$ cat config.mk
export PLATFORM = sky130hd
export DESIGN_NAME = burst_counter
export DESIGN_NICKNAME = d
export VERILOG_FILES = /design/src/hw/xfer_pkg.sv /design/src/hw/burst_counter.sv
export VERILOG_INCLUDE_DIRS = /design/src /design/src/hw
export SDC_FILE = /design/constraint.sdc
export NUM_CORES = 1
export LEC_CHECK = 0
export ABC_AREA = 1
export BUFFER_PORTS_ARGS = -buffer_cell sky130_fd_sc_hd__buf_4
export CAP_MARGIN = 10
export CORE_MARGIN = 4
export CORE_UTILIZATION = 49
export DETAILED_ROUTE_END_ITERATION = 6
export HOLD_SLACK_MARGIN = 0.15
export PLACE_DENSITY = 0.87
export SYNTH_ARGS = -nofsm -noshare
export SYNTH_HDL_FRONTEND = slang
export SYNTH_SLANG_ARGS = --single-unit
$ cat constraint.sdc
create_clock -name okClk -period 1.1 [get_ports okClk]
set_clock_uncertainty 0.1 [all_clocks]
set_input_delay 0.055 -clock okClk [delete_from_list [all_inputs] [get_ports okClk]]
set_output_delay 0.055 -clock okClk [all_outputs]
set_load 0.01 [all_outputs]
$ cat src/hw/xfer_settings.svh
`ifndef XFER_SETTINGS_SVH
`define XFER_SETTINGS_SVH

// ----------------------------------------
// datapath and memory
// ----------------------------------------
`define XFER_DATA_W      32     // host and memory word width
`define XFER_ADDR_W      8      // word address, 256 words of memory

// ----------------------------------------
// FIFOs and block throttle
// ----------------------------------------
`define XFER_FIFO_DEPTH  64     // words per FIFO, power of two
`define XFER_BLOCK       16     // host block size in words
`define XFER_HEADROOM    4      // covers the late ready flag
`define XFER_CNT_W       ($clog2(`XFER_FIFO_DEPTH + 1))  // count holds 0 to depth

// ----------------------------------------
// DMA
// ----------------------------------------
`define XFER_BURST       8      // words per memory burst

`endif
$ cat src/hw/xfer_pkg.sv
`default_nettype none
`include "xfer_settings.svh"

package xfer_pkg;

	// host control word, held as a level
	typedef struct packed {
		logic                    pipe_write;  // allow inbound to memory bursts
		logic                    pipe_read;   // allow memory to outbound bursts
		logic                    fifo_reset;  // empty FIFOs, reload pointers
		logic [`XFER_ADDR_W-1:0] start_addr;
	} host_ctrl_t;

	// ----------------------------------------
	// Wishbone classic
	// ----------------------------------------
	typedef struct packed {
		logic                    cyc;
		logic                    stb;
		logic                    we;
		logic [`XFER_ADDR_W-1:0] adr;
		logic [`XFER_DATA_W-1:0] dat;
	} wb_req_t;

	typedef struct packed {
		logic                    ack;
		logic [`XFER_DATA_W-1:0] dat;
	} wb_rsp_t;

	// status byte, same order as the old LED monitor
	typedef struct packed {
		logic in_full;
		logic in_empty;
		logic out_full;
		logic out_empty;
		logic in_ready;
		logic out_ready;
		logic busy;
		logic spare;   // always zero
	} status_t;

	typedef enum logic [2:0] {
		IDLE,
		WR_FETCH,   // first inbound word into the write register
		WR_BEAT,
		RD_BEAT,
		RD_PUSH     // last read word goes outbound
	} dma_state_t;

	typedef enum logic [1:0] {
		OP_NONE,
		OP_WRITE,
		OP_READ
	} xfer_op_t;

endpackage

`default_nettype wire

$ cat src/hw/burst_counter.sv
`default_nettype none
`include "xfer_settings.svh"

module burst_counter (
	input  wire                      okClk,
	input  wire                      reset,
	input  wire                      load,
	input  wire  [`XFER_ADDR_W-1:0]  start_addr,
	input  wire                      step,
	input  wire  xfer_pkg::xfer_op_t op,
	output logic [`XFER_ADDR_W-1:0]  addr,
	output logic                     last
);

	localparam int BEAT_W = $clog2(`XFER_BURST);

	logic [`XFER_ADDR_W-1:0] wr_ptr;   // next memory word to write
	logic [`XFER_ADDR_W-1:0] rd_ptr;   // next memory word to read back
	logic [BEAT_W-1:0]       beat;

	always_ff @(posedge okClk) begin
		if (reset) begin
			wr_ptr <= '0;
			rd_ptr <= '0;
			beat   <= '0;
		end else if (load) begin
			wr_ptr <= start_addr;
			rd_ptr <= start_addr;
			beat   <= '0;
		end else if (step) begin
			if (op == xfer_pkg::OP_WRITE)
				wr_ptr <= wr_ptr + 1'b1;   // wraps with the memory size
			if (op == xfer_pkg::OP_READ)
				rd_ptr <= rd_ptr + 1'b1;
			beat <= last ? '0 : beat + 1'b1;
		end
	end

	assign addr = (op == xfer_pkg::OP_READ) ? rd_ptr : wr_ptr;
	assign last = (beat == BEAT_W'(`XFER_BURST - 1));

endmodule

`default_nettype wire

# Word level (Yosys, flattened, before mapping)
# Cells that the tools add are included.
totals:
  reg_bits: 19
  output_inout_bits: 9
  in_bits: 14
op_classes:
  n_reduce_logical: 6
  mux: 8
  add_sub_neg: 3
  eq_ne: 3
ops:
  columns: ["op", "count"]
  rows:
  - ["2-to-1 mux 8 bit", 7]
  - ["adder 8 x 1 -> 8 bit, second input constant", 2]
  - ["nonzero test 2 bit", 3]
  - ["AND reduction 2 bit", 2]
  - ["adder 3 x 1 -> 3 bit, second input constant", 1]
  - ["equality test 3 bit, second input constant", 1]
  - ["2-to-1 mux 3 bit", 1]
  - ["equality test 2 x 1 -> 1 bit, second input constant", 1]
  - ["equality test 2 bit, second input constant", 1]
  - ["OR reduction 2 bit", 1]

# Logic depth before layout (Yosys ltp)
depth:
  word_depth: 4
  depth_mapped: 7
  depth_no_buf: 7

# Worst setup path before layout
# OpenSTA, ideal clock, no wires.
synth_timing:
  path_type: "reg-to-reg"
  start: "reg wr_ptr[0]"
  end: "reg wr_ptr[6]"
  n_path_buf: 0
  synth_period_minus_slack_ns: 1.171
  setup_ns: 0.134
  arrival_ns: 0.937
  setup_slack_ns: -0.071
  path_stages_with_launch: 7
  required_time_ns: 0.866
  path_cell_list: "dfxtp_1 ha_1 nand3_1 nor2_1 nand2_1 nand3_1 a21oi_1"
synth_via:
  elab_chain_len: 4
synth_rtl:
  columns: ["element", "line_no", "rtl"]
  rows:
  - ["from (decl)", "burst_counter.sv:17", "logic [`XFER_ADDR_W-1:0] wr_ptr;"]
  - ["from (signal assigned)", "burst_counter.sv:27", "wr_ptr <= start_addr;"]
  - ["from (signal assigned)", "burst_counter.sv:32", "wr_ptr <= wr_ptr + 1'b1;"]
  - ["adder 8 x 1 -> 8 bit", "burst_counter.sv:32", null]
  - ["2-to-1 mux 8 bit", "burst_counter.sv:31", "if (op == xfer_pkg::OP_WRITE)"]
  - ["2-to-1 mux 8 bit", "burst_counter.sv:30", "end else if (step) begin"]
  - ["2-to-1 mux 8 bit", "burst_counter.sv:26", "end else if (load) begin"]
# No other way between the ends. The select of a mux whose other input is x is not followed.
# A chain may end at the register's enable or synchronous reset.

# Worst setup path in the final report
layout_timing:
  start: "reg rd_ptr[1]"
  end: "reg rd_ptr[7]"
layout_via:
  elab_chain_len: 4
layout_rtl:
  columns: ["element", "line_no", "rtl"]
  rows:
  - ["from (decl)", "burst_counter.sv:18", "logic [`XFER_ADDR_W-1:0] rd_ptr;"]
  - ["from (signal assigned)", "burst_counter.sv:28", "rd_ptr <= start_addr;"]
  - ["from (signal assigned)", "burst_counter.sv:34", "rd_ptr <= rd_ptr + 1'b1;"]
  - ["adder 8 x 1 -> 8 bit", "burst_counter.sv:34", null]
  - ["2-to-1 mux 8 bit", "burst_counter.sv:33", "if (op == xfer_pkg::OP_READ)"]
  - ["2-to-1 mux 8 bit", "burst_counter.sv:30", null]
  - ["2-to-1 mux 8 bit", "burst_counter.sv:26", null]
# No other way between the ends. The select of a mux whose other input is x is not followed.

==> results.toml <==
[clock_tree]
cts_tree = "yes"
clk_pin_slew_worst_paths_ns = 0.13
numCtsBuffers = 3
clkLatencyLatePin_ns = 0.34
cts_root_buf = "clkbuf_4"
htreeDepth = 1
cts_buffer_depth = 2
numClockSinks = 19

[sta]
fin_crit_sh_pct = 133.0
min_period_ns = 1.463
setup_viol = 26
fin_setup_tns_ns = -4.953
hold_ws_ns = -0.06959
fin_ws_ns = -0.3626
hold_viol = 2
finalMaxSlewViolations = 0
rsz0062_at_grt = "yes"
relSlewSlack_pct = 72.77
timing.fmax_mhz = 683.7
tightest_slew_ns = 0.4071

[setup_path]
critPathCapture = "rd_ptr[7]"
critPathRequiredTime_ns = 1.24
critPathCaptureType = "flip-flop"
r2r_slack_ns = -0.36
r2r_start = "rd_ptr[1]"
start_kind = "flip-flop"
critPathLaunch = "rd_ptr[1]"
arrival_ns = 1.60
reg2reg_depth = 6
criticalPathCategory = "reg2reg"
worst_r2r_endpoint = "rd_ptr[7]"
cp_max_fo = 5

[grt]
antenna_found_initial = 0
grt_pass1_vias = 1679
grt_pass1_wl_um = 7803
grtUsageTotal_pct = 30.56
globalRouteOverflowTotal = 0
grt_max_degree = 17

[floorplanning]
fp.dieH_um = 58.15
die_area_mm2 = 0.003381
row_count = 17
dieWidth_um = 58.15
start_util_pct = 53.65
top_level_ports = 23
coreArea_mm2 = 0.002297

[synth]
synth-seq-cells = 19
netlist.area_leader.share_pct = 30.86
synthDistinctLibCells = 25
syn_nets = 210
synth_area_mm2 = 0.001232
postSynthAreaPerCell_um2 = 6.419
yosysTopAreaCell = "dfxtp_1"
ys_seq_area_share_pct = 30.86
synth_flop_cell = "dfxtp_1"
synthArstFlopShare_pct = 0
postSynthCellCount = 192
yosysWarnings = 0
synth_edf_count = 0
synthTopCellsByArea = "dfxtp_1, nand2_1, nand3_1"

[run]
cap_violations = 0

[routing]
avgViaCountPerCell = 6.796
ant_nets = 0
dr.pass1.iters = 5
drtIter0Drc = 291
finalWirelength_um = 6868
vias = 1964
post-route-drc-count = 0
wl_per_cell_um = 23.76

[finish]
multi_input_area_um2 = 987.2
mostFrequentLayoutCells = "nand2_1, buf_4, buf_6"
seq_area_um2 = 415.4
nets = 280
drive_gt1_share_pct = 55.17
nFillCells = 55
layout_commonest_cell = "nand2_1"
syn2layout_area_growth_pct = 78.48
final_util_pct = 95.75
n_antenna_cell = 0

[power]
power-per-cell-area_mw_per_mm2 = 831.8
leakage_nw = 0.9059
vdd_drop_max_uv = 930.7
finalPower_w = 0.001830

[place]
place_hpwl_um = 2552
io_buffers = 22
gp_congestion = 0.8436

[hold_path]
hold_class = "in2reg"

[run_status]
status = "complete, but fails checks"
violations = "negative hold slack, negative setup slack"
-- synth_stat cells, drive strengths merged (3+ instances only) --
cell	n
inv	24
xnor2	3
nor2	18
dfxtp	19
nand3	22
a21oi	15
a31oi	4
o21bai	3
nand2	59
ha	4
o21ai	12
-- report_power, final --
part / internal, W / switching [W]
clock network: 0.000143 / 0.000283
registers: 0.000727 / 0.0000514
logic: 0.000291 / 0.000334
-- state kept, by name (all words and copies together), names as in the netlist --
signal / count
beat: 3
wr_ptr: 8
rd_ptr: 8
-- critical path, cell delays in order, from the launching register on --
cell,delay [ns]
dfxtp_2,0.40
buf_6,0.13
nand3_4,0.13
nor3_2,0.16
nand3_1,0.18
nand3_1,0.18
nand2_1,0.08
-- worst min-delay path by stage --
stage	slack (ns)	endpoint	depth (start not counted)	start
2_1_floorplan	0.09	beat[1]	2	step
3_3_place_gp	0.25	rd_ptr[2]	2	reset
3_5_place_dp	0.25	rd_ptr[4]	3	start_addr[4]
4_1_cts	0.07	rd_ptr[4]	4	load
5_1_grt	-0.05	beat[2]	3	step
6_report	-0.07	beat[2]	3	step
-- metal layers --
metal / wire length (um) / vias up / part of all wire, % / global-route usage [%]
met2: 3020 / 236 / 44 / 55.00
met5: 0 / - / 0 / 0
met3: 925 / 88 / 13 / 6.459
met4: 680 / 0 / 9.9 / 12.58
li1: - / 761 / - / -
met1: 2242 / 879 / 33 / 34.63
-- cell type report --
type                       instances  area share (%)
multi-input combinational        144           44.88
timing repair buffer              69           28.95
sequential                        19           18.89
inverter                          25           4.494
tap                               28           1.593
clock buffer                       4           1.195
-- kinds of logic after synthesis --
logic type	after synthesis	synth area share, %
AO/OA/AOI/OAI	34	15.13
XOR/XNOR	3	2.132
adder cells (fa/ha/maj)	4	4.061
buffers and inverters	29	9.543
flip-flops	19	30.86
multiplexers	1	0.9136
AND/OR/NAND/NOR	102	37.36
-- through the flow --
step	std cells	setup WS, ns	instance area [um^2]
after floorplan	192	-0.008331	1282
after global placement	254	-0.01314	1592
after detailed placement	254	-0.09037	1592
after CTS	278	-0.2079	1979
after global routing	289	-0.3591	2200
final	289	-0.3626	2200
-- what timing repair did --
| item | CTS | global route |
|---|---|---|
| gates resized for setup | 57 | 36 |
| hold endpoints to repair | 19 | 16 |
| pin swaps | 24 | 15 |
| endpoints found under the setup margin | 20 | 26 |
| setup buffers | 9 | 11 |
| hold buffers | 13 | 2 |
Power figures use the tool's default switching activity.
