===== config.mk =====
export PLATFORM = sky130hd
export DESIGN_NAME = block_fifo
export DESIGN_NICKNAME = d
export VERILOG_FILES = /design/src/hw/block_fifo.sv
export VERILOG_INCLUDE_DIRS = /design/src /design/src/hw
export SDC_FILE = /design/constraint.sdc
export NUM_CORES = 2
export LEC_CHECK = 0
export ABC_AREA = 1
export ABC_CLOCK_PERIOD_IN_PS = 7500
export BUFFER_PORTS_ARGS = -buffer_cell sky130_fd_sc_hd__buf_4
export CAP_MARGIN = 20
export CORE_ASPECT_RATIO = 2
export CORE_UTILIZATION = 47
export DETAILED_ROUTE_END_ITERATION = 8
export GPL_TIMING_DRIVEN = 1
export PLACE_DENSITY = 0.65
export SETUP_SLACK_MARGIN = 0.2
export SYNTH_ARGS = -nofsm -noshare
export SYNTH_HDL_FRONTEND = slang
export SYNTH_SLANG_ARGS = --single-unit

===== constraint.sdc =====
create_clock -name okClk -period 7.5 [get_ports okClk]
set_input_delay 0 -clock okClk [delete_from_list [all_inputs] [get_ports okClk]]
set_output_delay 0 -clock okClk [all_outputs]
set_load 0.03 [all_outputs]

===== src/hw/xfer_settings.svh =====
`ifndef XFER_SETTINGS_SVH
`define XFER_SETTINGS_SVH

// ----------------------------------------
// datapath and memory
// ----------------------------------------
`define XFER_DATA_W      32     // host and memory word width
`define XFER_ADDR_W      8      // word address, 256 words of memory

// ----------------------------------------
// FIFOs and block throttle
// ----------------------------------------
`define XFER_FIFO_DEPTH  64     // words per FIFO, power of two
`define XFER_BLOCK       16     // host block size in words
`define XFER_HEADROOM    4      // covers the late ready flag
`define XFER_CNT_W       ($clog2(`XFER_FIFO_DEPTH + 1))  // count holds 0 to depth

// ----------------------------------------
// DMA
// ----------------------------------------
`define XFER_BURST       8      // words per memory burst

`endif

===== src/hw/block_fifo.sv =====
`default_nettype none
`include "xfer_settings.svh"

module block_fifo (
	input  wire                      okClk,
	input  wire                      reset,
	input  wire                      clear,
	input  wire                      push,
	input  wire                      pop,
	input  wire  [`XFER_DATA_W-1:0]  din,
	output logic [`XFER_DATA_W-1:0]  dout,
	output logic [`XFER_CNT_W-1:0]   count,
	output logic                     full,
	output logic                     empty,
	output logic                     block_space,
	output logic                     block_avail
);

	localparam int PTR_W = $clog2(`XFER_FIFO_DEPTH);

	logic [`XFER_DATA_W-1:0] mem [`XFER_FIFO_DEPTH];
	logic [PTR_W-1:0]        wr_ptr;
	logic [PTR_W-1:0]        rd_ptr;
	logic                    do_push;
	logic                    do_pop;

	assign full    = (count == `XFER_FIFO_DEPTH);
	assign empty   = (count == 0);
	assign do_push = push && !full;    // writes into a full FIFO are dropped
	assign do_pop  = pop && !empty;
	assign dout    = mem[rd_ptr];      // head shows before the pop

	always_ff @(posedge okClk) begin
		if (do_push)
			mem[wr_ptr] <= din;
	end

	always_ff @(posedge okClk) begin
		if (reset || clear) begin
			wr_ptr      <= '0;
			rd_ptr      <= '0;
			count       <= '0;
			block_space <= 1'b1;     // empty FIFO has room for a block
			block_avail <= 1'b0;
		end else begin
			if (do_push)
				wr_ptr <= wr_ptr + 1'b1;
			if (do_pop)
				rd_ptr <= rd_ptr + 1'b1;
			if (do_push && !do_pop)
				count <= count + 1'b1;
			else if (do_pop && !do_push)
				count <= count - 1'b1;

			// ----------------------------------------
			// block throttle, one cycle behind count
			// ----------------------------------------
			block_space <= (count <= `XFER_FIFO_DEPTH - `XFER_HEADROOM - `XFER_BLOCK);
			block_avail <= (count >= `XFER_BLOCK);
		end
	end

endmodule

`default_nettype wire


# Yosys cells after proc, flatten, opt, wreduce, memory -nomap -nowiden
# Memories as Yosys holds them, arrays and structs flattened. A register that Yosys moved wholly into a read port is not among the register bits.
# Index checks and enable logic that the tools add are counted.
[word_totals] reg_bits=21 ram_bits=2048 output_inout_bits=43 n_memories=1
[classes] n_addsub=4 magnitude_cmp=2 n_eq_ne=1 muxes=6 n_reduce_logical=11
[memory_table] name="mem" words=64 word_bits=32 read_ports=1 rd_clocked_by_memory_dff=1 write_ports=1 line_no="block_fifo.sv:21" text="logic [`XFER_DATA_W-1:0] mem [`XFER_FIFO_DEPTH];"
[op_table] cell="7-bit two-way mux" n=2
[op_table] cell="6-bit by 1-bit adder with 6-bit output (second input constant)" n=2
[op_table] cell="6-bit two-way mux" n=2
[op_table] cell="7-bit by 1-bit adder with 7-bit output (second input constant)" n=1
[op_table] cell="7-bit == test (second input constant)" n=1
[op_table] cell="7-bit by 5-bit >= comparator with 1-bit output (second input constant)" n=1
[op_table] cell="7-bit by 6-bit <= comparator with 1-bit output (second input constant)" n=1
[op_table] cell="7-bit zero test" n=1
[op_table] cell="7-bit by 1-bit subtractor with 7-bit output (second input constant)" n=1
[op_table] cell="1-bit logical AND" n=4
[op_table] cell="1-bit zero test" n=4
[op_table] cell="1-bit two-way mux" n=2
[op_table] cell="2-bit nonzero test" n=1
[op_table] cell="1-bit logical OR" n=1

# Depth between registers and ports, before layout
[depth] depth_word=7 depth_mapped=18 ltp_nobuf=17

# Worst setup path after synthesis
# Ideal clock, no wire load.
[synth_timing] path_type="reg-to-reg" startpoint="reg count[1]" endpoint="mem mem[63][0] (netlist name) (enable)" setup_ps=461 arrival_ps=3262 setup_slack_ps=3777 path_stages_with_launch=7 path_buffers=0 period_less_slack_ps=3723 path_cell_list="dfxtp_1 -> inv_1 -> nand2_1 -> nor3_2 -> nand3_1 -> nand2_1 -> nor3_1"
[synth_via] elab_chain_cells=5
[synth_rtl] element="start, declared" line_no="block_fifo.sv:12" text="output logic [`XFER_CNT_W-1:0] count,"
[synth_rtl] element="start signal, assigned" line_no="block_fifo.sv:51" text="count <= count + 1'b1;"
[synth_rtl] element="start signal, assigned" line_no="block_fifo.sv:53" text="count <= count - 1'b1;"
[synth_rtl] element="7-bit == test (no line)"
[synth_rtl] element="1-bit zero test" line_no="block_fifo.sv:29" text="assign do_push = push && !full;"
[synth_rtl] element="1-bit logical AND" line_no="block_fifo.sv:29"
[synth_rtl] element="1-bit two-way mux" line_no="block_fifo.sv:34" text="if (do_push)"
[synth_rtl] element="1-bit two-way mux (not written as such)" line_no="block_fifo.sv:35" text="mem[wr_ptr] <= din;"
[synth_rtl] element="end, declared" line_no="block_fifo.sv:21"
# No other way between the ends.

==> impl_metrics.sql <==
INSERT INTO impl_metrics (metric_group, metric, value, unit) VALUES
('setup_path', 'path_class', 'flip-flop to output port', ''),
('sta', 'hold_ws', '0.147', 'ns'),
('sta', 'fin_skew', '0.0410', 'ns'),
('power_and_ir_drop', 'powerDensity', '267', 'mW/mm^2'),
('place', 'pre_cts_slack', '3.65', 'ns'),
('setup_path', 'timing.critical_path.required', '7.50', 'ns'),
('sta', 'achievable-frequency', '0.209', 'GHz'),
('sta', 'unrepaired_setup_endpoints_after_global_routing', 'false', ''),
('die', 'core-area', '0.176', 'mm^2'),
('die', 'design.portCount', '80', ''),
('setup_path', 'crit_path_max_fanout', '159', ''),
('run_status', 'run_status', 'complete, no violations', ''),
('final_layout', 'fin_util', '52.1', '%'),
('sta', 'post-route-worst-setup-slack', '2.71', 'ns'),
('synthesis', 'synth.yosys.seq_area_share', '74.4', '%'),
('synthesis', 'synth_simple_gate_area_share', '22.2', '%'),
('power_and_ir_drop', 'power.share.clock', '35.9', '%'),
('sta', 'finalCritPeriodShare', '63.8', '%'),
('routing', 'detail_route.wl_per_cell', '24.9', 'um'),
('place', 'placed_area', '0.0861', 'mm^2'),
('sta', 'worst_pin_slew', '1.49', 'ns'),
('routing', 'post-route-drc-count', '0', ''),
('setup_path', 'worstReg2RegStart', 'count[1]', ''),
('grt', 'grt_antenna_before_repair', '6', ''),
('final_layout', 'fillers', '14800', ''),
('synthesis', 'synth_compound_gate_area_share', '0.207', '%'),
('power_and_ir_drop', 'p_switching', '6.23', 'mW'),
('grt', 'first_global_vias', '52400', ''),
('die', 'design.die.area', '0.179', 'mm^2'),
('clocking', 'post_cts.resized_instances', '0', ''),
('synthesis', 'synth_area_in_xor_xnor', '0.0945', '%'),
('routing', 'detail_route.vias_per_cell', '5.83', ''),
('sta', 'final_max_slew_viol_count', '0', ''),
('routing', 'detail_route.wirelength', '232000', 'um'),
('final_layout', 'final_cell_area', '0.0918', 'mm^2'),
('power_and_ir_drop', 'combinationalPowerShare', '11.9', '%'),
('setup_path', 'worstSetupStartpointType', 'flip-flop', ''),
('power_and_ir_drop', 'portion_of_total_power_attributed_to_sequential_cells', '52.3', '%'),
('clocking', 'cts_num_sinks', '2075', ''),
('synthesis', 'postSynthNetCount', '6941', ''),
('synthesis', 'synth.area.mux_share', '0', '%'),
('clocking', 'path_clk_slew', '0.07', 'ns'),
('die', 'fp.dieW', '300', 'um'),
('grt', 'grt_overflow', '0', ''),
('sta', 'setup_viol_count_final', '0', ''),
('routing', 'ant_nets', '0', ''),
('routing', 'first_pass_iters', '6', ''),
('final_layout', 'mostFrequentLayoutCells', '2283 x sky130_fd_sc_hd__nand2_1, 2048 x sky130_fd_sc_hd__edfxtp_1, 1921 x sky130_fd_sc_hd__nand3_1', ''),
('synthesis', 'yosysWarningCount', '0', ''),
('sta', 'hold_viol', '0', ''),
('job', 'number_of_max_cap_violations', '0', ''),
('clocking', 'clock_tree_from_tritoncts', 'done', ''),
('place', 'dpl.cell_count', '8938', ''),
('min_path', 'hold_path.startpoint', 'clear', ''),
('synthesis', 'synth.ff_latch_count', '2075', ''),
('final_layout', 'mostFrequentLayoutCell', 'sky130_fd_sc_hd__nand2_1', ''),
('die', 'initial_core_util', '47.3', '%'),
('power_and_ir_drop', 'swShare', '25.4', '%'),
('clocking', 'ctsHtreeMaxLevel', '4', ''),
('clocking', 'clock_tree.root_cell', 'sky130_fd_sc_hd__clkbuf_16', ''),
('sta', 'max_slew_margin', '0.866', '%'),
('synthesis', 'synth_adder_area_share', '0.144', '%'),
('final_layout', 'area.growth.synth_to_final', '10.1', '%'),
('place', 'gp_congestion', '0.855', ''),
('final_layout', 'ff_latch_area', '0.0621', 'mm^2'),
('final_layout', 'post_layout_nonfiller_instances', '9286', ''),
('final_layout', 'multiInputGateArea', '0.0194', 'mm^2'),
('grt', 'grt_pass1_wl', '340000', 'um'),
('die', 'rows', '218', ''),
('synthesis', 'netlist-cell-type-count', '27', ''),
('min_path', 'holdCritPathClass', 'input port to flip-flop', '');
power by group through the flow:
stage / clock network (mW) / logic (mW) / registers (mW)
2_1_floorplan: 0 / 1.93 / 13.1
3_3_place_gp: 0 / 2.84 / 13.1
3_5_place_dp: 0 / 2.88 / 13.1
4_1_cts: 8.91 / 2.91 / 12.8
5_1_grt: 9.29 / 3.18 / 12.8
6_report: 8.81 / 2.91 / 12.8
layer usage:
layer | global-route usage, % | part of all wire [%]
met1 | 29.6 | 35
met2 | 46.3 | 53
met3 | 2.79 | 6.2
met4 | 13.2 | 5.6
met5 | 0 | 0.0052
sequential cells by signal, summed over array words and instances (netlist names), named ones only:
name / cells
block_avail: 1
block_space: 1
count: 7
mem: 2048
rd_ptr: 6
wr_ptr: 6
cell usage after synthesis (all sizes together):
library cell | n | area share, %
nand2 | 2283 | 10
edfxtp | 2048 | 74
nand3 | 1921 | 12
buf | 359 | 2.4
clkbuf | 90 | 0.40
nor2 | 74 | 0.33
inv | 34 | 0.16
dfxtp | 27 | 0.65
a21oi | 19 | 0.11
o21ai | 10 | 0.060
ha | 8 | 0.12
xnor2 | 7 | 0.074
nand4 | 4 | 0.045
nor3 | 3 | 0.024
a31oi | 2 | 0.015
o211ai | 2 | 0.018
xor2 | 2 | 0.021
fa | 1 | 0.024
nand3b | 1 | 0.0090
critical path, stage by stage, from the launching register on:
cell and delay, ns:
sky130_fd_sc_hd__dfxtp_4 0.66, sky130_fd_sc_hd__buf_12 0.46, sky130_fd_sc_hd__buf_4 0.86, sky130_fd_sc_hd__nand3_1 0.22, sky130_fd_sc_hd__nand3_1 0.22, sky130_fd_sc_hd__nand2_1 0.07, sky130_fd_sc_hd__nand2_1 0.06, sky130_fd_sc_hd__nand3_1 0.17
sky130_fd_sc_hd__nand3_1 0.16, sky130_fd_sc_hd__nand2_1 0.24, sky130_fd_sc_hd__buf_4 0.27
area by class of cell:
cell class	instances	share of cell area [%]
repair buffers	219	2.18
multi-input cells	4337	21.1
inverters	34	0.179
well taps	2310	3.15
clock buffers	213	5.02
diodes	5	0.0136
flip-flops and latches	2075	67.6
clock inverters	93	0.773
what timing repair did:
| item | 4_1_cts | 5_1_grt |
|---|---|---|
| endpoints found under the hold margin | 2072 | 0 |
| endpoints found under the setup margin | 0 | 0 |
| hold buffers | 36 | 0 |
| setup buffers | 0 | 0 |
cell families after synthesis:
kind of cell / Yosys count
flops: 2075
buf+inv: 483
compound gates: 33
fa+ha+maj: 9
simple gates: 4286
xor+xnor: 9
path summary, 6_finish.rpt:
kind                                     to  slack (ns)  cells after the start
worst min register to register    rd_ptr[5]        0.51                      2
worst max register to register  mem[40][18]        3.82                      8
worst min-delay path            block_space        0.15                      5
worst max-delay path               dout[15]        2.71                     10
(Power assumes the default switching activity.)
