$ cat config.mk
export PLATFORM = sky130hd
export DESIGN_NAME = dma_fsm
export DESIGN_NICKNAME = d
export VERILOG_FILES = /design/src/hw/xfer_pkg.sv /design/src/hw/dma_fsm.sv
export VERILOG_INCLUDE_DIRS = /design/src /design/src/hw
export SDC_FILE = /design/constraint.sdc
export NUM_CORES = 1
export LEC_CHECK = 0
export BUFFER_PORTS_ARGS = -buffer_cell sky130_fd_sc_hd__buf_2
export CORE_ASPECT_RATIO = 2
export CORE_MARGIN = 10
export CORE_UTILIZATION = 29
export CTS_BUF_LIST = sky130_fd_sc_hd__clkbuf_16
export DETAILED_ROUTE_END_ITERATION = 16
export GPL_ROUTABILITY_DRIVEN = 0
export PLACE_DENSITY = 0.71
export REMOVE_ABC_BUFFERS = 1
export SLEW_MARGIN = 0
export SYNTH_ARGS = -nofsm -noshare
export SYNTH_HDL_FRONTEND = slang
export SYNTH_SLANG_ARGS = --single-unit
$ cat constraint.sdc
create_clock -name okClk -period 5.04 [get_ports okClk]
set_input_delay 1.008 -clock okClk [delete_from_list [all_inputs] [get_ports okClk]]
set_output_delay 1.008 -clock okClk [all_outputs]
set_load 0.01 [all_outputs]
$ cat src/hw/xfer_settings.svh
`ifndef XFER_SETTINGS_SVH
`define XFER_SETTINGS_SVH

// ----------------------------------------
// datapath and memory
// ----------------------------------------
`define XFER_DATA_W      32     // host and memory word width
`define XFER_ADDR_W      8      // word address, 256 words of memory

// ----------------------------------------
// FIFOs and block throttle
// ----------------------------------------
`define XFER_FIFO_DEPTH  64     // words per FIFO, power of two
`define XFER_BLOCK       16     // host block size in words
`define XFER_HEADROOM    4      // covers the late ready flag
`define XFER_CNT_W       ($clog2(`XFER_FIFO_DEPTH + 1))  // count holds 0 to depth

// ----------------------------------------
// DMA
// ----------------------------------------
`define XFER_BURST       8      // words per memory burst

`endif
$ cat src/hw/xfer_pkg.sv
`default_nettype none
`include "xfer_settings.svh"

package xfer_pkg;

	// host control word, held as a level
	typedef struct packed {
		logic                    pipe_write;  // allow inbound to memory bursts
		logic                    pipe_read;   // allow memory to outbound bursts
		logic                    fifo_reset;  // empty FIFOs, reload pointers
		logic [`XFER_ADDR_W-1:0] start_addr;
	} host_ctrl_t;

	// ----------------------------------------
	// Wishbone classic
	// ----------------------------------------
	typedef struct packed {
		logic                    cyc;
		logic                    stb;
		logic                    we;
		logic [`XFER_ADDR_W-1:0] adr;
		logic [`XFER_DATA_W-1:0] dat;
	} wb_req_t;

	typedef struct packed {
		logic                    ack;
		logic [`XFER_DATA_W-1:0] dat;
	} wb_rsp_t;

	// status byte, same order as the old LED monitor
	typedef struct packed {
		logic in_full;
		logic in_empty;
		logic out_full;
		logic out_empty;
		logic in_ready;
		logic out_ready;
		logic busy;
		logic spare;   // always zero
	} status_t;

	typedef enum logic [2:0] {
		IDLE,
		WR_FETCH,   // first inbound word into the write register
		WR_BEAT,
		RD_BEAT,
		RD_PUSH     // last read word goes outbound
	} dma_state_t;

	typedef enum logic [1:0] {
		OP_NONE,
		OP_WRITE,
		OP_READ
	} xfer_op_t;

endpackage

`default_nettype wire

$ cat src/hw/dma_fsm.sv
`default_nettype none
`include "xfer_settings.svh"

module dma_fsm (
	input  wire                        okClk,
	input  wire                        reset,
	input  wire  xfer_pkg::host_ctrl_t ctrl,
	input  wire  [`XFER_CNT_W-1:0]     in_count,
	input  wire  [`XFER_CNT_W-1:0]     out_count,
	input  wire  [`XFER_DATA_W-1:0]    in_data,
	output logic                       in_pop,
	output logic                       out_push,
	output logic [`XFER_DATA_W-1:0]    out_data,
	input  wire  [`XFER_ADDR_W-1:0]    addr,
	input  wire                        last,
	output xfer_pkg::xfer_op_t         op,
	output logic                       cnt_load,
	output logic                       cnt_step,
	output xfer_pkg::wb_req_t          wb_req,
	input  wire  xfer_pkg::wb_rsp_t    wb_rsp,
	output logic                       busy
);

	xfer_pkg::dma_state_t    state;
	xfer_pkg::xfer_op_t      op_q;
	logic [`XFER_DATA_W-1:0] wr_q;     // word on the bus during a write beat
	logic [`XFER_DATA_W-1:0] rd_q;     // word read back, pushed next cycle
	logic                    push_q;
	logic                    can_write;
	logic                    can_read;
	logic                    on_bus;

	assign can_write = ctrl.pipe_write && (in_count >= `XFER_BURST);
	assign can_read  = ctrl.pipe_read && (out_count <= `XFER_FIFO_DEPTH - `XFER_BURST);

	// ----------------------------------------
	// operation choice and beat sequencing
	// ----------------------------------------
	always_ff @(posedge okClk) begin
		if (reset) begin
			state  <= xfer_pkg::IDLE;
			op_q   <= xfer_pkg::OP_NONE;
			push_q <= 1'b0;
		end else begin
			push_q <= 1'b0;
			case (state)
			xfer_pkg::IDLE: begin
				if (!ctrl.fifo_reset) begin   // a reset request holds the DMA here
					if (can_write) begin
						state <= xfer_pkg::WR_FETCH;
						op_q  <= xfer_pkg::OP_WRITE;
					end else if (can_read) begin
						state <= xfer_pkg::RD_BEAT;
						op_q  <= xfer_pkg::OP_READ;
					end
				end
			end
			xfer_pkg::WR_FETCH: begin
				state <= xfer_pkg::WR_BEAT;
			end
			xfer_pkg::WR_BEAT: begin
				if (wb_rsp.ack && last) begin
					state <= xfer_pkg::IDLE;
					op_q  <= xfer_pkg::OP_NONE;
				end
			end
			xfer_pkg::RD_BEAT: begin
				if (wb_rsp.ack) begin
					push_q <= 1'b1;
					if (last)
						state <= xfer_pkg::RD_PUSH;
				end
			end
			xfer_pkg::RD_PUSH: begin
				state <= xfer_pkg::IDLE;   // out_count is settled by the next pick
				op_q  <= xfer_pkg::OP_NONE;
			end
			default: begin
				state <= xfer_pkg::IDLE;
				op_q  <= xfer_pkg::OP_NONE;
			end
			endcase
		end
	end

	// the next inbound word is taken while the current beat is acked,
	// so the write register is never empty during a burst
	always_ff @(posedge okClk) begin
		if (in_pop)
			wr_q <= in_data;
		if (state == xfer_pkg::RD_BEAT && wb_rsp.ack)
			rd_q <= wb_rsp.dat;
	end

	assign in_pop = (state == xfer_pkg::WR_FETCH) ||
	                (state == xfer_pkg::WR_BEAT && wb_rsp.ack && !last);

	assign on_bus   = (state == xfer_pkg::WR_BEAT) || (state == xfer_pkg::RD_BEAT);
	assign cnt_step = on_bus && wb_rsp.ack;
	assign cnt_load = (state == xfer_pkg::IDLE) && ctrl.fifo_reset;
	assign out_push = push_q;
	assign out_data = rd_q;
	assign op       = op_q;
	assign busy     = (state != xfer_pkg::IDLE);

	// cyc and stb stay up across the whole burst
	always_comb begin
		wb_req.cyc = on_bus;
		wb_req.stb = on_bus;
		wb_req.we  = (state == xfer_pkg::WR_BEAT);
		wb_req.adr = addr;
		wb_req.dat = wr_q;
	end

endmodule

`default_nettype wire

# After elaboration in Yosys (flattened, before gate mapping)
# Index checks and enable logic that the tools add are counted.
# word_totals
register_bits	70
input_bits	101
out_inout_bits	82
elab_cells	47
# op_classes
n_lt_le_gt_ge	2
eq_ne	8
mux	13
bitwise_logic	2
n_reduce_logical	17
# op_table
operator	n
two-way mux 3 bit	6
one-hot mux 3 bit (4 select lines)	1
logical AND 1 bit	8
two-way mux 2 bit	4
greater-or-equal comparator 7 x 4 -> 1 bit, second input constant	1
less-or-equal comparator 7 x 6 -> 1 bit, second input constant	1
equality test 3 x 2 -> 1 bit, second input constant	2
inequality test 2 bit, second input constant	3
one-hot mux 2 bit (3 select lines)	1
AND reduction 5 bit	1
AND reduction 4 bit	1
OR reduction 2 bit	2
equality test 3 x 1 -> 1 bit, second input constant	1
logical NOT 3 bit	1
inequality test 3 bit, second input constant	1
nonzero test 3 bit	1
logical OR 1 bit	2
inequality test 2 x 1 -> 1 bit, second input constant	1
inverter 1 bit	2
logical NOT 1 bit	1
two-way mux 1 bit	1

# Logic depth before layout (Yosys ltp)
# depth
ltp_word	6
ltp_mapped	5
depth_no_buf	5

# Least setup slack after synthesis
# No wires, ideal clock.
# synth_timing
path_kind	in2out
start	input port last
end	output port in_pop
arrival_ps	2743
t_required_ps	4032
setup_slack_ps	1289
path_stages	3
path_buffers	0
path_cell_list	nor3b_1 > mux2i_1 > nor2_1
# synth_between
elab_chain_cells	3
# synth_lines
element	line	rtl
from (decl)	dma_fsm.sv:15	input wire last,
logical NOT 1 bit	dma_fsm.sv:96	(state == xfer_pkg::WR_BEAT && wb_rsp.ack && !last);
logical AND 1 bit	dma_fsm.sv:96	
logical OR 1 bit	dma_fsm.sv:95	assign in_pop = (state == xfer_pkg::WR_FETCH) ||
to (decl)	dma_fsm.sv:11	output logic in_pop,
# No other way between the ends.

# Worst setup path after layout
# layout_timing
start	input port wb_rsp[32] (netlist bit)
end	output port in_pop
# layout_between
elab_chain_cells	3
# layout_lines
element	line	rtl
from (decl)	dma_fsm.sv:20	input wire xfer_pkg::wb_rsp_t wb_rsp,
logical AND 1 bit (2 in a row)	dma_fsm.sv:96	
logical OR 1 bit	dma_fsm.sv:95	
# No other way between the ends.

==> results.json <==
{
  "cpPeakStageDelay_ns": 0.19,
  "pin_count": 183,
  "grt_max_degree": 33,
  "wl_per_cell_microns": 18.3,
  "critPathCaptureType": "output port",
  "maxCapViolations": 0,
  "vias": 1645,
  "clkPwrFrac": 0.357,
  "start_util": 0.294,
  "hpwl_mm": 5.82,
  "critical-path-slowest-cell": "nor3b_1",
  "yosysSeqAreaShare": 0.844,
  "rsz0062_at_grt": "no",
  "final_cells": 381,
  "drtIter0Drc": 77,
  "cts_made_buffers": 9,
  "grt_pass1_wl_mm": 10.2,
  "startpoint_type": "input port",
  "reg2reg_depth": 4,
  "fp.dieH_microns": 149,
  "p_sw_uw": 485,
  "drt_first_pass_iters": 4,
  "grt_usage": 0.107,
  "layout-drive-gt1-share": 0.641,
  "ctsLongestPathBuffers": 2,
  "hold_start": "op[1]",
  "synth_edf_count": 64,
  "swShare": 0.266,
  "holdPathEnd": "op[1]",
  "p_leak_uw": 0.00154,
  "syn_avg_cell_area_sq_um": 20.2,
  "htreeDepth": 3,
  "ys_top_cells_by_area": "edfxtp_1, dfxtp_1, buf_4",
  "finalWirelength_mm": 6.97,
  "cts.sinks": 70,
  "die_x_microns": 84.6,
  "synthMuxAreaShare": 0.0124,
  "clk_pin_slew_worst_paths_ns": 0.06,
  "grt_pass1_vias": 1828,
  "viasPerCell": 4.32,
  "setup_tns_ns": 0,
  "setup_viol": 0,
  "slew_violations": 0,
  "synthSimpleGateAreaFrac": 0.0496,
  "synthCells": 120,
  "clockRootBuffer": "clkbuf_16",
  "mostFrequentLayoutCells": "buf_2, edfxtp_1, clkbuf_16, dfxtp_1, inv_1",
  "hold_class": "flip-flop to flip-flop",
  "overflow": 0,
  "cp_top_family": "simple AND/OR/NAND/NOR gates",
  "crit_type": "input port to output port",
  "crit_buf_inv": 2,
  "synth.distinct_cells": 30,
  "power_frac_seq": 0.440,
  "areaGrowthSynthToFinish_pct": 47.5,
  "r2r_start": "state[0]",
  "ys_warn_count": 0,
  "fin_skew_ns": 0.00297,
  "fmax_ghz": 0.366,
  "placedCellCount": 363,
  "insertion_delay_ns": 0.32,
  "status": "complete, no violations",
  "yosysTopAreaCellShare": 0.794,
  "final_common_cell": "buf_2",
  "row_count": 47,
  "drc_errors": 0,
  "ys.flop_type": "edfxtp_1",
  "path_cells": "buf_2 > nor3b_1 > mux2i_1 > nor2_4 > buf_2",
  "ys_ff_latch": 70,
  "io_buffers": 155,
  "worstMarginPinSlew_ns": 0.425,
  "core-area_sq_mm": 0.00823,
  "antenna_found_initial": 3,
  "async_flop_share": 0,
  "crit_top_cell": "buf_2",
  "cts_tree": "yes",
  "synth_compound_area_frac": 0.0486,
  "p_comb_frac": 0.203,
  "critPathArrivalTime_ns": 1.72,
  "nNetsFinal": 377,
  "post-route-period-util": 0.541,
  "synth_fa_ha_area_frac": 0,
  "die_area_sq_mm": 0.0126,
  "path_max_fanout": 4,
  "hold_viol_final": 0,
  "p_int_uw": 1340,
  "cp.required_ns": 4.03,
  "powerDensity_mw_per_mm2": 511,
  "max_slew_margin": 0.717,
  "min_delay_path_depth": 2,
  "ant_nets": 0,
  "totalPowerFinal_uw": 1820,
  "netlist_area_sq_mm": 0.00242,
  "fin_crit_ns": 2.73,
  "cts-hold-fix-buffers": 0,
  "synth_top_family_by_area": "simple AND/OR/NAND/NOR gates",
  "post_cts_resized": 0,
  "rrSetupSlack_ns": 3.34,
  "rr_endpoint": "wr_q[0]",
  "synth_xor_area_frac": 0,
  "synth_top_area_cell": "edfxtp_1",
  "peakVddDrop_uv": 307,
  "cts_setup_buffers": 0
}
-- cells by family (layout without fill, tap and decap cells) --
| logic type | Yosys count | count (layout) |
|---|---|---|
| AO/OA/AOI/OAI | 10 | 10 |
| other | 0 | 2 |
| buffers and inverters | 17 | 178 |
| flip-flops | 70 | 70 |
| AND/OR/NAND/NOR | 20 | 20 |
| multiplexers | 3 | 3 |
-- Yosys cell counts, types with 2 or more instances --
| library cell | number |
|---|---|
| and2_1 | 2 |
| inv_1 | 4 |
| edfxtp_1 | 64 |
| nand2b_1 | 3 |
| buf_4 | 10 |
| nand2_1 | 2 |
| and3_1 | 2 |
| nor2_1 | 4 |
| mux2i_1 | 3 |
| dfxtp_1 | 6 |
-- worst reg2reg max path, stage by stage, from the launching register on --
cell and delay (ns):
dfxtp_1 0.42, nor3b_1 0.25, mux2i_1 0.14, nor2_4 0.13, buf_4 0.39
-- sequential cells by signal, summed over array words and instances, names as in the netlist --
signal    cells
out_data     32
out_push      1
state         3
wr_q         32
op            2
-- worst max-delay path by stage --
stage,end,start,slack [ns],cells after the start
global route,in_pop,wb_rsp[32],2.25,5
finish,in_pop,wb_rsp[32],2.31,5
floorplan,in_pop,last,1.28,3
CTS,in_pop,wb_rsp[32],2.30,5
detailed placement,in_pop,wb_rsp[32],2.30,5
global placement,in_pop,wb_rsp[32],2.32,5
-- area by class of cell --
cell class	instances	area (sq um)
timing repair buffer	157	791
antenna	2	5.00
clock inverter	7	90.1
clock buffer	9	225
multi-input combinational	33	275
tap	98	123
inverter	5	18.8
sequential	70	2040
fill	786	4660
-- through the flow --
| stage | worst slack, ns | hold slack [ns] | area (sq um) | utilization |
|---|---|---|---|---|
| floorplan | 1.28 | 0.485 | 2330 | - |
| CTS | 2.30 | 0.474 | 3560 | 0.433 |
| finish | 2.31 | 0.472 | 3570 | 0.434 |
| global placement | 2.32 | 0.457 | 3250 | 0.395 |
| global route | 2.25 | 0.495 | 3570 | 0.433 |
| detailed placement | 2.30 | 0.465 | 3250 | 0.395 |
-- power groups by stage --
stage / sequential (uW) / combinational [uW] / clock [uW]
finish: 802 / 371 / 652
global route: 812 / 403 / 700
CTS: 804 / 381 / 669
detailed placement: 815 / 380 / 0
global placement: 811 / 369 / 0
floorplan: 871 / 129 / 0
-- per-layer routing --
metal	track usage	routed length, microns	up-vias
li1	-	-	766
met1	0.0864	2160	736
met2	0.185	3650	125
met3	0.0755	973	16
met4	0.0546	174	2
met5	0	13	-
(Power assumes the default switching activity.)
